**config.mk**
```make
export PLATFORM = sky130hd
export DESIGN_NAME = intDivUnit
export DESIGN_NICKNAME = d
export VERILOG_FILES = /design/src/divCorePkg.sv /design/src/divBusPkg.sv /design/src/intDivUnit.sv /design/src/divHandshake.sv /design/src/divResultFix.sv /design/src/divIterate.sv /design/src/divStep.sv /design/src/divOperandPrep.sv
export VERILOG_INCLUDE_DIRS = /design/src /design/src/src
export SDC_FILE = /design/constraint.sdc
export NUM_CORES = 1
export LEC_CHECK = 0
export BUFFER_PORTS_ARGS = -buffer_cell sky130_fd_sc_hd__buf_2
export CAP_MARGIN = 30
export CORE_ASPECT_RATIO = 1.2
export CORE_MARGIN = 5
export CORE_UTILIZATION = 30
export CTS_CLUSTER_DIAMETER = 150
export DETAILED_ROUTE_END_ITERATION = 8
export PLACE_DENSITY = 0.45
export SLEW_MARGIN = 10
export SYNTH_ARGS = -nofsm -noshare
export SYNTH_HDL_FRONTEND = slang
export SYNTH_HIERARCHICAL = 1
export SYNTH_SLANG_ARGS = --single-unit
```
**constraint.sdc**
```tcl
create_clock -name clk -period 9.8 [get_ports clk]
set_input_delay 0.49 -clock clk [delete_from_list [all_inputs] [get_ports clk]]
set_output_delay 0.49 -clock clk [all_outputs]
set_load 0.01 [all_outputs]
```
**src/intDiv_params.svh**
```systemverilog
////////////////////////////////////////
// Integer divider build parameters
// Data width and quotient bits per clock
////////////////////////////////////////
`ifndef INTDIV_PARAMS_SVH
`define INTDIV_PARAMS_SVH

// Operand width, fixed for RV32
`define DIV_XLEN 32

// Quotient bits resolved per clock, any power of two that divides the width
`define DIV_BITS_PER_CYCLE 2

// Number of iteration clocks per operation
`define DIV_STEPS (`DIV_XLEN / `DIV_BITS_PER_CYCLE)

`endif
```
**src/divCorePkg.sv**
```systemverilog
////////////////////////////////////////
// Divider core types
// Controller states and prepared operands
////////////////////////////////////////
`include "intDiv_params.svh"

package divCorePkg;

  // States of the four-phase req/ack controller
  typedef enum logic [2:0] {
    hsIdle,
    hsPrep,
    hsIterate,
    hsFinish,
    hsAck
  } hsState_e;

  // Unsigned magnitudes plus what the fixup stage needs to rebuild signs
  typedef struct packed {
    logic [`DIV_XLEN-1:0] absDividend;
    logic [`DIV_XLEN-1:0] absDivisor;
    logic                 negQuot;
    logic                 negRem;
    logic                 divZero;
    logic                 wantRem;
  } divPrepared_s;

endpackage

```
**src/divBusPkg.sv**
```systemverilog
////////////////////////////////////////
// Divider bus types
// Operation codes, request and response
////////////////////////////////////////
`include "intDiv_params.svh"

package divBusPkg;

  // Encoding follows the low two bits of funct3 for the M-extension divides
  typedef enum logic [1:0] {
    opDiv  = 2'b00,
    opDivu = 2'b01,
    opRem  = 2'b10,
    opRemu = 2'b11
  } divOp_e;

  // Request presented by the execute unit, held stable while req is high
  typedef struct packed {
    divOp_e              op;
    logic [`DIV_XLEN-1:0] dividend;
    logic [`DIV_XLEN-1:0] divisor;
  } divReq_s;

  // Response returned with ack
  // The result is the quotient or the remainder, as the operation asks
  typedef struct packed {
    logic [`DIV_XLEN-1:0] result;
  } divRsp_s;

endpackage

```
**src/intDivUnit.sv**
```systemverilog
////////////////////////////////////////
// Restoring integer divider top level
////////////////////////////////////////
`include "intDiv_params.svh"

module intDivUnit (
  input  logic               clk,
  input  logic               reset,
  input  logic               req,
  input  divBusPkg::divReq_s reqData,
  output logic               ack,
  output divBusPkg::divRsp_s rspData
);

  import divCorePkg::*;

  logic                 start;
  logic                 iterEn;
  logic                 finishEn;
  logic                 lastStep;
  divPrepared_s         prepData;
  divPrepared_s         flags;
  logic [`DIV_XLEN-1:0] remRaw;
  logic [`DIV_XLEN-1:0] quotRaw;

  divHandshake u_divHandshake (
    .clk     (clk),
    .reset   (reset),
    .req     (req),
    .lastStep(lastStep),
    .ack     (ack),
    .start   (start),
    .iterEn  (iterEn),
    .finishEn(finishEn)
  );

  // Request stays stable while req is high, so prep can stay combinational
  divOperandPrep u_divOperandPrep (
    .reqData (reqData),
    .prepData(prepData)
  );

  divIterate u_divIterate (
    .clk     (clk),
    .reset   (reset),
    .start   (start),
    .iterEn  (iterEn),
    .prepData(prepData),
    .lastStep(lastStep),
    .remRaw  (remRaw),
    .quotRaw (quotRaw),
    .flags   (flags)
  );

  divResultFix u_divResultFix (
    .clk     (clk),
    .reset   (reset),
    .finishEn(finishEn),
    .remRaw  (remRaw),
    .quotRaw (quotRaw),
    .flags   (flags),
    .rspData (rspData)
  );

endmodule

```
**src/divHandshake.sv**
```systemverilog
////////////////////////////////////////
// Divider req/ack controller
// Four-phase handshake and strobe sequencing
////////////////////////////////////////
`include "intDiv_params.svh"

module divHandshake (
  input  logic clk,
  input  logic reset,
  input  logic req,
  input  logic lastStep,
  output logic ack,
  output logic start,
  output logic iterEn,
  output logic finishEn
);

  import divCorePkg::*;

  hsState_e state;
  hsState_e stateNext;

  ////////////////////////////////////////
  // State machine
  ////////////////////////////////////////

  always_ff @(posedge clk) begin
    if (reset) begin
      state <= hsIdle;
    end else begin
      state <= stateNext;
    end
  end

  always_comb begin
    stateNext = state;
    case (state)
      hsIdle:    if (req) stateNext = hsPrep;
      hsPrep:    stateNext = hsIterate;
      hsIterate: if (lastStep) stateNext = hsFinish;
      hsFinish:  stateNext = hsAck;
      // Hold here until the requester withdraws
      hsAck:     if (!req) stateNext = hsIdle;
      default:   stateNext = hsIdle;
    endcase
  end

  assign start    = (state == hsPrep);
  assign iterEn   = (state == hsIterate);
  assign finishEn = (state == hsFinish);

  // Ack comes one clock after the result register loads
  // and drops at the edge that sees req low
  always_ff @(posedge clk) begin
    if (reset) begin
      ack <= 1'b0;
    end else begin
      ack <= (state == hsAck) && req;
    end
  end

  // Ack only answers the request that was up at the edge that started the operation
  ackNeedsReq: assert property (@(posedge clk) disable iff (reset)
    $rose(ack) |-> $past(req, `DIV_XLEN / `DIV_BITS_PER_CYCLE + 4))
    else $error("ack rose without the request that started the operation");

  // Iteration length depends on the counter inside the iteration core
  fixedLatency: assert property (@(posedge clk) disable iff (reset)
    start |-> ##(`DIV_XLEN / `DIV_BITS_PER_CYCLE + 1) finishEn)
    else $error("finishEn not at the fixed iteration count");

endmodule

```
**src/divResultFix.sv**
```systemverilog
////////////////////////////////////////
// Divider result fixup
// Sign correction and zero-divisor rules
////////////////////////////////////////
`include "intDiv_params.svh"

module divResultFix (
  input  logic                     clk,
  input  logic                     reset,
  input  logic                     finishEn,
  input  logic [`DIV_XLEN-1:0]     remRaw,
  input  logic [`DIV_XLEN-1:0]     quotRaw,
  input  divCorePkg::divPrepared_s flags,
  output divBusPkg::divRsp_s       rspData
);

  import divBusPkg::*;

  logic [`DIV_XLEN-1:0] quotSigned;
  logic [`DIV_XLEN-1:0] remSigned;
  logic [`DIV_XLEN-1:0] origDividend;
  logic [`DIV_XLEN-1:0] quotFinal;
  logic [`DIV_XLEN-1:0] remFinal;
  divRsp_s              rspNext;

  // Put the signs back on the unsigned results
  assign quotSigned = flags.negQuot ? -quotRaw : quotRaw;
  assign remSigned  = flags.negRem ? -remRaw : remRaw;

  // Dividend as the requester gave it, rebuilt from its magnitude
  assign origDividend = flags.negRem ? -flags.absDividend : flags.absDividend;

  // RISC-V defines x/0 as all ones and x%0 as x
  // Signed overflow needs no special case since the magnitudes already give it
  assign quotFinal = flags.divZero ? {`DIV_XLEN{1'b1}} : quotSigned;
  assign remFinal  = flags.divZero ? origDividend : remSigned;

  assign rspNext.result = flags.wantRem ? remFinal : quotFinal;

  // Result stays put until the next operation finishes
  always_ff @(posedge clk) begin
    if (reset) begin
      rspData <= '0;
    end else if (finishEn) begin
      rspData <= rspNext;
    end
  end

endmodule

```
**src/divIterate.sv**
```systemverilog
////////////////////////////////////////
// Divider iteration core
// W and XQ registers with chained steps
////////////////////////////////////////
`include "intDiv_params.svh"

module divIterate (
  input  logic                     clk,
  input  logic                     reset,
  input  logic                     start,
  input  logic                     iterEn,
  input  divCorePkg::divPrepared_s prepData,
  output logic                     lastStep,
  output logic [`DIV_XLEN-1:0]     remRaw,
  output logic [`DIV_XLEN-1:0]     quotRaw,
  output divCorePkg::divPrepared_s flags
);

  import divCorePkg::*;

  // Keep the counter at least one bit wide when a single step finishes the job
  localparam int CntW = (`DIV_STEPS > 1) ? $clog2(`DIV_STEPS) : 1;

  logic [`DIV_XLEN-1:0] wReg;
  logic [`DIV_XLEN-1:0] xqReg;
  divPrepared_s         flagsReg;
  logic [CntW-1:0]      stepCnt;

  // Index 0 is the register value, the last index feeds back into the registers
  logic [`DIV_XLEN-1:0] wChain  [`DIV_BITS_PER_CYCLE+1];
  logic [`DIV_XLEN-1:0] xqChain [`DIV_BITS_PER_CYCLE+1];

  ////////////////////////////////////////
  // Step chain
  ////////////////////////////////////////

  assign wChain[0]  = wReg;
  assign xqChain[0] = xqReg;

  for (genvar i = 0; i < `DIV_BITS_PER_CYCLE; i++) begin : gStep
    divStep u_divStep (
      .wIn       (wChain[i]),
      .xqIn      (xqChain[i]),
      .absDivisor(flagsReg.absDivisor),
      .wOut      (wChain[i+1]),
      .xqOut     (xqChain[i+1])
    );
  end

  ////////////////////////////////////////
  // Working registers
  ////////////////////////////////////////

  // XQ starts as the dividend and fills with quotient bits from the bottom
  always_ff @(posedge clk) begin
    if (start) begin
      wReg     <= '0;
      xqReg    <= prepData.absDividend;
      flagsReg <= prepData;
    end else if (iterEn) begin
      wReg  <= wChain[`DIV_BITS_PER_CYCLE];
      xqReg <= xqChain[`DIV_BITS_PER_CYCLE];
    end
  end

  // Step counter, cleared by each new operation
  always_ff @(posedge clk) begin
    if (reset || start) begin
      stepCnt <= '0;
    end else if (iterEn) begin
      stepCnt <= stepCnt + 1'b1;
    end
  end

  // High during the iteration clock that produces the final quotient bits
  assign lastStep = iterEn && (stepCnt == CntW'(`DIV_STEPS - 1));

  assign remRaw  = wReg;
  assign quotRaw = xqReg;
  assign flags   = flagsReg;

  // The controller must never load new operands in the middle of an iteration
  startIterExclusive: assert property (@(posedge clk) disable iff (reset)
    !(start && iterEn))
    else $error("start and iterEn asserted together");

endmodule

```
**src/divStep.sv**
```systemverilog
////////////////////////////////////////
// One restoring division step
////////////////////////////////////////
`include "intDiv_params.svh"

module divStep (
  input  logic [`DIV_XLEN-1:0] wIn,
  input  logic [`DIV_XLEN-1:0] xqIn,
  input  logic [`DIV_XLEN-1:0] absDivisor,
  output logic [`DIV_XLEN-1:0] wOut,
  output logic [`DIV_XLEN-1:0] xqOut
);

  logic [`DIV_XLEN:0]   wShift;
  logic [`DIV_XLEN+1:0] trial;
  logic                 trialNeg;

  // Partial remainder gets the next dividend bit from the top of XQ
  // It needs one extra bit since W can be as large as the divisor minus one
  assign wShift = {wIn, xqIn[`DIV_XLEN-1]};

  // Trial subtraction with a borrow bit on top
  assign trial    = {1'b0, wShift} - {2'b00, absDivisor};
  assign trialNeg = trial[`DIV_XLEN+1];

  // On success the difference is below the divisor and fits the width again
  assign wOut = trialNeg ? wShift[`DIV_XLEN-1:0] : trial[`DIV_XLEN-1:0];

  // The freed low bit of XQ takes the new quotient bit
  assign xqOut = {xqIn[`DIV_XLEN-2:0], ~trialNeg};

endmodule

```
**src/divOperandPrep.sv**
```systemverilog
////////////////////////////////////////
// Divider operand preparation
// Magnitudes, sign flags and zero divisor
////////////////////////////////////////
`include "intDiv_params.svh"

module divOperandPrep (
  input  divBusPkg::divReq_s       reqData,
  output divCorePkg::divPrepared_s prepData
);

  import divBusPkg::*;

  logic                 signedOp;
  logic                 signDividend;
  logic                 signDivisor;
  logic [`DIV_XLEN-1:0] negDividend;
  logic [`DIV_XLEN-1:0] negDivisor;

  ////////////////////////////////////////
  // Sign extraction
  ////////////////////////////////////////

  // Only DIV and REM treat their operands as two's complement
  assign signedOp = (reqData.op == opDiv) || (reqData.op == opRem);

  assign signDividend = signedOp & reqData.dividend[`DIV_XLEN-1];
  assign signDivisor  = signedOp & reqData.divisor[`DIV_XLEN-1];

  ////////////////////////////////////////
  // Magnitudes
  ////////////////////////////////////////

  assign negDividend = -reqData.dividend;
  assign negDivisor  = -reqData.divisor;

  // The most negative value negates to itself, which is its correct unsigned magnitude
  assign prepData.absDividend = signDividend ? negDividend : reqData.dividend;
  assign prepData.absDivisor  = signDivisor ? negDivisor : reqData.divisor;

  ////////////////////////////////////////
  // Result flags
  ////////////////////////////////////////

  // Quotient is negative when exactly one operand is negative
  assign prepData.negQuot = signDividend ^ signDivisor;

  // Remainder always carries the sign of the dividend
  assign prepData.negRem = signDividend;

  // A zero divisor is caught here and overridden in the fixup stage
  assign prepData.divZero = (reqData.divisor == '0);

  assign prepData.wantRem = (reqData.op == opRem) || (reqData.op == opRemu);

endmodule

```
# Word-level counts from Yosys, hierarchy flattened
# Cells that the tools add are included.
# W data, S select, Z words.
[totals]
in_bits = 69
output_inout_bits = 33
register_bits = 172
wordCells = 61
[classes]
muxes = 16
addsub = 8
n_reduce_logical = 10
eq_ne = 10
n_bitwise = 5
[ops]
columns = ["cell", "count"]
rows = [
  ["$mux W32", 12],
  ["$neg A32 Y32", 5],
  ["$sub A33 B32 Y34", 2],
  ["$logic_not A32 Y1", 1],
  ["$pmux W3 S5", 1],
  ["$mux W3", 3],
  ["$eq A3 B2 Y1 const B", 2],
  ["$ne A2 B2 Y1 const B", 3],
  ["$add A4 B1 Y4 const B", 1],
  ["$eq A2 B2 Y1 const B", 2],
  ["$eq A4 B4 Y1 const B", 1],
  ["$eq A3 B1 Y1 const B", 1],
  ["$eq A3 B3 Y1 const B", 1],
  ["$logic_not A3 Y1", 1],
  ["$logic_or A1 B1 Y1", 3],
  ["$reduce_and A3 Y1", 1],
  ["$and A1 B1 Y1", 2],
  ["$logic_and A1 B1 Y1", 2],
  ["$logic_not A2 Y1", 1],
  ["$not A1 Y1", 2],
  ["$reduce_bool A2 Y1", 1],
  ["$xor A1 B1 Y1", 1],
]

# Longest topological paths before layout
# Gate-level depths: netlist (run 1).
[logic_depth]
word_depth = 6
depth_mapped = 24

# Hierarchy
# Netlist (run 1), hierarchy kept.
[modules_own_cells]
columns = ["module", "area_each_um2", "cells_each", "n_inst"]
rows = [
  ["divStep", 2662.6, 404, 2],
  ["divIterate", 5223.8, 324, 1],
  ["divResultFix", 3953.8, 522, 1],
  ["divOperandPrep", 1426.4, 217, 1],
  ["divHandshake", 167.7, 15, 1],
]

# Worst setup path after synthesis (run 1)
# OpenSTA, ideal clock, no wires.
[synth_path]
path_kind = "register to register"
startpoint = "register u_divHandshake.state[0]"
endpoint = "register u_divIterate.xqReg[0], in the netlist u_divIterate/quotRaw[0], enable pin"
t_required_ns = 9.410
period_less_slack_ns = 7.576
t_arrival_ns = 7.185
path_slack_ns = 2.224
setup_time_ns = 0.390
path_stages_with_launch = 5
path_cell_list = "dfxtp_1 > nor3b_1 > buf_2 > buf_2 > or2_1"
[synth_via]
elab_chain_len = 2
word_cells_on_any_way = 3
cone_classes = "2 x eq/ne; 1 x reduce/logical"
[synth_lines]
columns = ["element", "line", "text"]
rows = [
  ["start: declaration", "divHandshake.sv:20", "hsState_e state;"],
  ["start signal: assignment", "divHandshake.sv:29", "state <= hsIdle;"],
  ["start signal: assignment", "divHandshake.sv:31", "state <= stateNext;"],
  ["$eq A3 B1 Y1", "divHandshake.sv:48", "assign start = (state == hsPrep);"],
  ["net start", "intDivUnit.sv:17", "logic start;"],
  ["$reduce_bool A2 Y1 (no source line)", "n/a", ""],
  ["end signal: assignment", "divIterate.sv:58", "xqReg <= prepData.absDividend;"],
  ["end signal: assignment", "divIterate.sv:62", "xqReg <= xqChain[`DIV_BITS_PER_CYCLE];"],
  ["end: declaration", "divIterate.sv:25", "logic [`DIV_XLEN-1:0] xqReg;"],
]
# The timed path passes the listed nets, and every way through them passes these cells.
# A chain may end at the register's enable or synchronous reset.

==> results of run 1 <==
[final cells by class]
cell class	instances	area (um^2)	area share, %
Multi-Input combinational cell	1399	9860	58.4
Sequential cell	172	4440	26.3
Tap cell	712	891	5.28
Timing Repair Buffer	115	623	3.69
Clock buffer	17	425	2.52
Inverter	109	409	2.42
Clock inverter	15	223	1.32
[registers in the layout, summed over array words and instances (netlist names)]
register	cells
u_divIterate/quotRaw	32
u_divHandshake/state	3
u_divResultFix/rspData	32
u_divIterate/flags	68
u_divHandshake/ack	1
u_divIterate/stepCnt	4
u_divIterate/remRaw	32
[cells by family (layout without fill, tap and decap cells)]
logic type,count (synthesis),in the layout,share of synthesized area (%)
buffers and inverters,315,256,11.2
flip-flops,172,172,27.6
XOR/XNOR,174,174,9.47
AO/OA/AOI/OAI,501,501,21.9
multiplexers,84,84,5.72
AND/OR/NAND/NOR,568,568,18.5
adder cells (fa/ha/maj),72,72,5.69
[where the power goes]
| part | switching, mW | internal [mW] | total (mW) | leakage [nW] |
|---|---|---|---|---|
| Combinational | 1.88 | 1.09 | 2.97 | 4.60 |
| Clock | 0.365 | 0.394 | 0.759 | 0.311 |
| Sequential | 0.164 | 0.875 | 1.04 | 1.52 |
[final timing paths]
path / from / to / slack [ns] / cells after the start
setup / recovery: u_divIterate/remRaw[25]$_SDFFE_PP0P_ / u_divIterate/remRaw[31]$_SDFFE_PP0P_ / 3.96 / 20
hold / removal: reqData[65] / u_divIterate/flags[0]$_DFFE_PP_ / 0.17 / 1
setup reg to reg: u_divIterate/remRaw[25]$_SDFFE_PP0P_ / u_divIterate/remRaw[31]$_SDFFE_PP0P_ / 3.96 / 20
hold reg to reg: u_divResultFix/rspData[25]$_SDFFE_PP0P_ / u_divResultFix/rspData[25]$_SDFFE_PP0P_ / 0.46 / 2
[metrics by stage]
stage,area [um^2],total power [mW]
global placement,16200,4.01
floorplan,16100,3.33
finish,16900,4.77
global route,16900,5.09
detailed placement,16200,3.99
CTS,16900,4.76
[layer usage]
metal  part of all wire, %  vias up  GRT usage, %
li1                      -     6587             -
met1                    45     6444          23.4
met2                    48      394          30.5
met3                   3.9       76          2.75
met4                   3.9        0          7.52
met5                     0        -             0
[placed cells by master, fill, tap and decap left out, types with 70 or more instances in the layout]
cell and n:
ha_1 70, edfxtp_1 100, buf_2 101, nand2_1 170
xnor2_1 95, xor2_1 79, a21oi_1 102, o21ai_0 126
inv_1 104, dfxtp_1 72, nor2_1 152
==> impl_metrics.py, run 1 <==
metrics = {
    "synthesis": {
        "synthTopCellsByCount": "nand2_1, nor2_1, buf_4, o21ai_0, inv_1",
        "netlist_instances": 1886,
        "syn-cell-area_mm2": 0.0161,
        "ys_ff_latch": 172,
        "synth.avg_cell_area_um2": 8.53,
        "yosysTopAreaCellShare_pct": 18.7,
        "synth_area_leaders": "edfxtp_1, dfxtp_1, buf_4, ha_1, xnor2_1",
        "yosys_warnings": 6,
        "async_reset_ff_share_pct": 0,
        "synth_top_cell_by_area": "edfxtp_1",
        "synth_ff_type": "edfxtp_1",
        "synth_fp_nets": 2027,
        "synth_edf_count": 100,
        "yosysMostFrequentCell": "nand2_1",
        "seq_area_frac_synth_pct": 27.6,
        "synth.distinct_cells": 95,
    },
    "final_layout": {
        "fill_cells": 5619,
        "drive_gt1_share_pct": 15.8,
        "post-route-util_pct": 31.6,
        "nets": 1955,
        "diodes": 0,
        "area_growth_syn_to_layout_pct": 4.87,
        "final_cells": 2539,
    },
    "critical_path": {
        "crit_top_cell": "a21o_1",
        "crit_fanout": 51,
        "startpoint_type": "flop",
        "cp-end-kind": "flop",
        "cp_slowest_cell": "buf_4",
        "path_buf_inv": 3,
        "criticalPathCategory": "reg2reg",
        "cp.arrival_ns": 6.27,
        "cp_cell_sequence": "ha_1 -> a21o_1 -> a21o_1 -> a21oi_1 -> o22ai_1 -> nor3_4 -> buf_4 -> o21ai_0 -> ha_1 -> a21o_1 -> a21o_1 -> a21oi_1 -> o22ai_1 -> nor3_4 -> buf_4 -> inv_2 -> and4b_1 -> a211oi_2 -> mux2i_1 -> nor2_1",
        "required_ns": 10.23,
        "path_delay_family": "compound AO/OA/AOI/OAI gates",
        "slowest_delay_ns": 0.47,
    },
    "route": {
        "drt_pass1_iterations": 5,
        "wire_per_inst_um": 21.4,
        "wirelength_um": 54400,
        "route.vias.total": 13500,
        "ant_nets": 0,
        "vias_per_cell": 5.32,
        "route.detailed.drc": 0,
        "initialDrtViolationCount": 1228,
    },
    "global_route": {
        "grt_pass1_vias": 13100,
        "grt_antenna_before_repair": 0,
        "grt_max_degree": 136,
        "grt_pass1_wl_um": 81600,
        "grt_util_all_layers_pct": 18.2,
        "grt.overflow.total": 0,
    },
    "timing": {
        "slew_headroom_pct": 37.8,
        "fin_ws_ns": 3.96,
        "rsz0062_at_grt": "no",
        "slew_violations": 0,
        "period_minus_slack_ns": 5.84,
        "hold_ws_ns": 0.172,
        "finalSetupViolCount": 0,
        "fin_setup_tns_ns": 0,
        "skew_ns": 0.0128,
        "final_hold_viol_count": 0,
        "fin_crit_sh_pct": 59.6,
        "max_freq_mhz": 171,
        "tightestPinTransition_ns": 0.933,
    },
    "power": {
        "leakage_nw": 6.43,
        "vdd_drop_max_mv": 0.134,
        "cellPowerDensity_mw_per_mm2": 282,
    },
    "floorplanning": {
        "chipHeight_um": 264,
        "die_x_um": 221,
        "ios": 102,
        "start_util_pct": 30.1,
        "row_count": 93,
        "core_area_mm2": 0.0534,
        "die_area_mm2": 0.0584,
    },
    "hold_path": {
        "hold_path.class": "in2reg",
    },
    "clock_tree": {
        "cts_max_level": 4,
        "cts_made_buffers": 17,
        "clock-sinks": 172,
        "ctsLongestPathBuffers": 2,
        "cts_tree": "yes",
        "cts.clk_slew.worst_paths_ns": 0.07,
        "ctsResizeCount": 0,
        "post_cts_buffers": 0,
        "hold_buffers": 0,
        "clock_latency_ns": 0.50,
        "root_buffer": "clkbuf_16",
    },
    "placement": {
        "dpl.cell_count": 2505,
        "pre_cts_slack_ns": 3.96,
        "port-buffer-count": 101,
        "dpl.hpwl_um": 43300,
        "place.gp.congestion": 0.920,
    },
    "flow_run": {
        "max_cap_violations": 0,
    },
    "status": {
        "status": "completed",
    },
}
(Power assumes the default switching activity.)
==> inputs of run 2 (changes only) <==
--- a/config.mk
+++ b/config.mk
@@ -6,6 +6,7 @@
 export SDC_FILE = /design/constraint.sdc
 export NUM_CORES = 1
 export LEC_CHECK = 0
+export ABC_AREA = 1
 export BUFFER_PORTS_ARGS = -buffer_cell sky130_fd_sc_hd__buf_2
 export CAP_MARGIN = 30
 export CORE_ASPECT_RATIO = 1.2
@@ -13,7 +14,7 @@
 export CORE_UTILIZATION = 30
 export CTS_CLUSTER_DIAMETER = 150
 export DETAILED_ROUTE_END_ITERATION = 8
-export PLACE_DENSITY = 0.45
+export PLACE_DENSITY = 0.47
 export SLEW_MARGIN = 10
 export SYNTH_ARGS = -nofsm -noshare
 export SYNTH_HDL_FRONTEND = slang
==> constraint.sdc (replaced) <==
create_clock -name clk -period 5.25 [get_ports clk]
set_input_delay 0.2625 -clock clk [delete_from_list [all_inputs] [get_ports clk]]
set_output_delay 0.2625 -clock clk [all_outputs]
set_load 0.01 [all_outputs]
==> run 2 against run 1 <==
Sequential share of layout area is 4.0 points lower. Non-clock buffer count grew 19. Die area increased by 18%. Largest cell class unchanged.
==> impl_metrics.py, run 2 <==
metrics = {
    "synthesis": {
        "async_reset_ff_share_pct": 0,
        "synthTopCellsByCount": "nand2_1, inv_1, nand3_1, nor2_1, buf_4",
        "synth.distinct_cells": 55,
        "yosysMostFrequentCell": "nand2_1",
        "synth_area_leaders": "nand2_1, edfxtp_1, nand3_1, inv_1, dfxtp_1",
        "synth_top_cell_by_area": "nand2_1",
        "synth_ff_type": "edfxtp_1",
        "syn-cell-area_mm2": 0.0191,
        "synth_edf_count": 100,
        "yosys_warnings": 6,
        "synth_fp_nets": 3290,
        "netlist_instances": 3149,
        "seq_area_frac_synth_pct": 23.3,
        "synth.avg_cell_area_um2": 6.06,
        "ys_ff_latch": 172,
        "yosysTopAreaCellShare_pct": 20.6,
    },
    "power": {
        "clkPwrFrac_pct": 10.7,
        "p_comb_share_pct": 70.3,
        "vdd_drop_max_mv": 0.349,
        "swShare_pct": 56.8,
        "intPower_mw": 5.04,
        "finalPower_mw": 11.7,
        "seqPwrFrac_pct": 19.0,
        "cellPowerDensity_mw_per_mm2": 585,
        "leakage_nw": 10.2,
        "net-switching-power_mw": 6.63,
    },
    "critical_path": {
        "criticalPathCategory": "reg2reg",
        "cp.arrival_ns": 5.12,
        "path_delay_family": "simple AND/OR/NAND/NOR gates",
        "cp_slowest_cell": "nor2_4",
        "cp-end-kind": "flop",
        "startpoint_type": "flop",
        "crit_fanout": 34,
        "required_ns": 5.63,
        "crit_top_cell": "nand2_1",
        "path_buf_inv": 1,
        "slowest_delay_ns": 0.58,
    },
    "timing": {
        "finalSetupViolCount": 0,
        "slew_violations": 0,
        "fin_crit_sh_pct": 90.4,
        "final_hold_viol_count": 0,
        "skew_ns": 0.0145,
        "tightestPinTransition_ns": 0.826,
        "slew_headroom_pct": 44.6,
        "fin_setup_tns_ns": 0,
        "fin_ws_ns": 0.505,
        "period_minus_slack_ns": 4.74,
        "max_freq_mhz": 211,
        "rsz0062_at_grt": "no",
    },
    "placement": {
        "dpl.hpwl_um": 57400,
        "port-buffer-count": 101,
        "pre_cts_slack_ns": 0.461,
        "placed_cell_area_mm2": 0.0194,
        "place.gp.congestion": 0.907,
    },
    "flow_run": {
        "max_cap_violations": 0,
    },
    "clock_tree": {
        "cts_made_buffers": 17,
        "clock-sinks": 172,
        "clock_latency_ns": 0.50,
        "ctsResizeCount": 0,
        "hold_buffers": 2,
        "ctsLongestPathBuffers": 2,
        "post_cts_buffers": 0,
        "cts.clk_slew.worst_paths_ns": 0.07,
        "cts_tree": "yes",
        "cts_max_level": 4,
        "root_buffer": "clkbuf_16",
    },
    "route": {
        "route.detailed.drc": 0,
        "wirelength_um": 68800,
        "vias_per_cell": 4.70,
        "initialDrtViolationCount": 1172,
        "route.vias.total": 18500,
        "ant_nets": 0,
        "drt_pass1_iterations": 5,
        "wire_per_inst_um": 17.5,
    },
    "global_route": {
        "grt.overflow.total": 0,
        "grt_pass1_vias": 18100,
        "grt_util_all_layers_pct": 19.7,
        "grt_max_degree": 64,
        "grt_pass1_wl_um": 105000,
        "grt_antenna_before_repair": 1,
    },
    "final_layout": {
        "largest_reg_flops": 68,
        "final_cell_mix": "nand2_1, inv_1, nand3_1",
        "area_growth_syn_to_layout_pct": 4.45,
        "stdcell_area_mm2": 0.0199,
        "drive_gt1_share_pct": 10.2,
        "nets": 3239,
        "post-route-util_pct": 31.5,
        "layout.cells.most_common": "nand2_1",
    },
    "floorplanning": {
        "start_util_pct": 30.2,
        "die_area_mm2": 0.0688,
        "core_area_mm2": 0.0632,
        "die_x_um": 240,
        "chipHeight_um": 286,
        "row_count": 101,
        "ios": 102,
    },
    "status": {
        "status": "completed",
    },
    "hold_path": {
        "hold_path.class": "in2reg",
    },
}
[run 2: cell count changes after synthesis, sizes merged, moves of 32 or more]
cell	before	now
mux2	42	0
nand3	27	371
nand2	170	1086
mux2i	41	0
xnor2	95	13
o31ai	41	0
nor2	154	372
nor3	47	15
inv	108	463
[run 2: kinds of logic after synthesis]
group           count (synthesis)  share of synthesized area (%)
compound gates                237                           6.89
xor+xnor                       62                           2.85
simple gates                 1937                           45.0
fa+ha+maj                      72                           4.80
flops                         172                           23.3
buf+inv                       669                           17.2
[run 2: worst min-delay path, stage by stage]
cell and delay [ns]:
buf_2 0.11, nand3_1 0.10, nor2_1 0.05
[run 2: layout make-up]
cell class / count / area, um^2
Fill cell: 7307 / 43300
Multi-Input combinational cell: 2308 / 11400
Sequential cell: 172 / 4440
Inverter: 465 / 1760
Tap cell: 824 / 1030
Timing Repair Buffer: 134 / 778
Clock buffer: 18 / 429
Clock inverter: 14 / 116
Antenna cell: 1 / 2.50
[run 2: final timing paths]
| kind | end | depth (start not counted) | startpoint | slack, ns |
|---|---|---|---|---|
| worst max-delay path | u_divIterate/remRaw[28]$_SDFFE_PP0P_ | 25 | u_divIterate/flags[22]$_DFFE_PP_ | 0.51 |
| worst min-delay path | u_divHandshake/ack$_SDFF_PP0_ | 3 | req | 0.08 |
| worst max register to register | u_divIterate/remRaw[28]$_SDFFE_PP0P_ | 25 | u_divIterate/flags[22]$_DFFE_PP_ | 0.51 |
| worst min register to register | u_divResultFix/rspData[11]$_SDFFE_PP0P_ | 2 | u_divResultFix/rspData[11]$_SDFFE_PP0P_ | 0.46 |
[run 2: stage by stage]
stage / hold WS (ns) / cells
floorplan: 0.332 / 3149
global placement: 0.442 / 3900
detailed placement: 0.454 / 3901
CTS: 0.0263 / 3935
global route: 0.0570 / 3935
finish: 0.0786 / 3936
[run 2: routing by layer]
layer | GRT usage [%] | vias up | wire length [um]
li1 | - | 9685 | -
met1 | 24.5 | 8332 | 30100
met2 | 34.7 | 368 | 33600
met3 | 2.49 | 96 | 2420
met4 | 7.60 | 0 | 2640
met5 | 0 | - | 0
[run 2: power by group through the flow]
stage | clock (mW) | sequential (mW) | combinational [mW]
CTS | 1.31 | 2.22 | 8.18
floorplan | 0 | 2.02 | 6.66
detailed placement | 0 | 2.25 | 8.14
global route | 1.34 | 2.26 | 9.29
finish | 1.25 | 2.22 | 8.20
global placement | 0 | 2.25 | 8.21
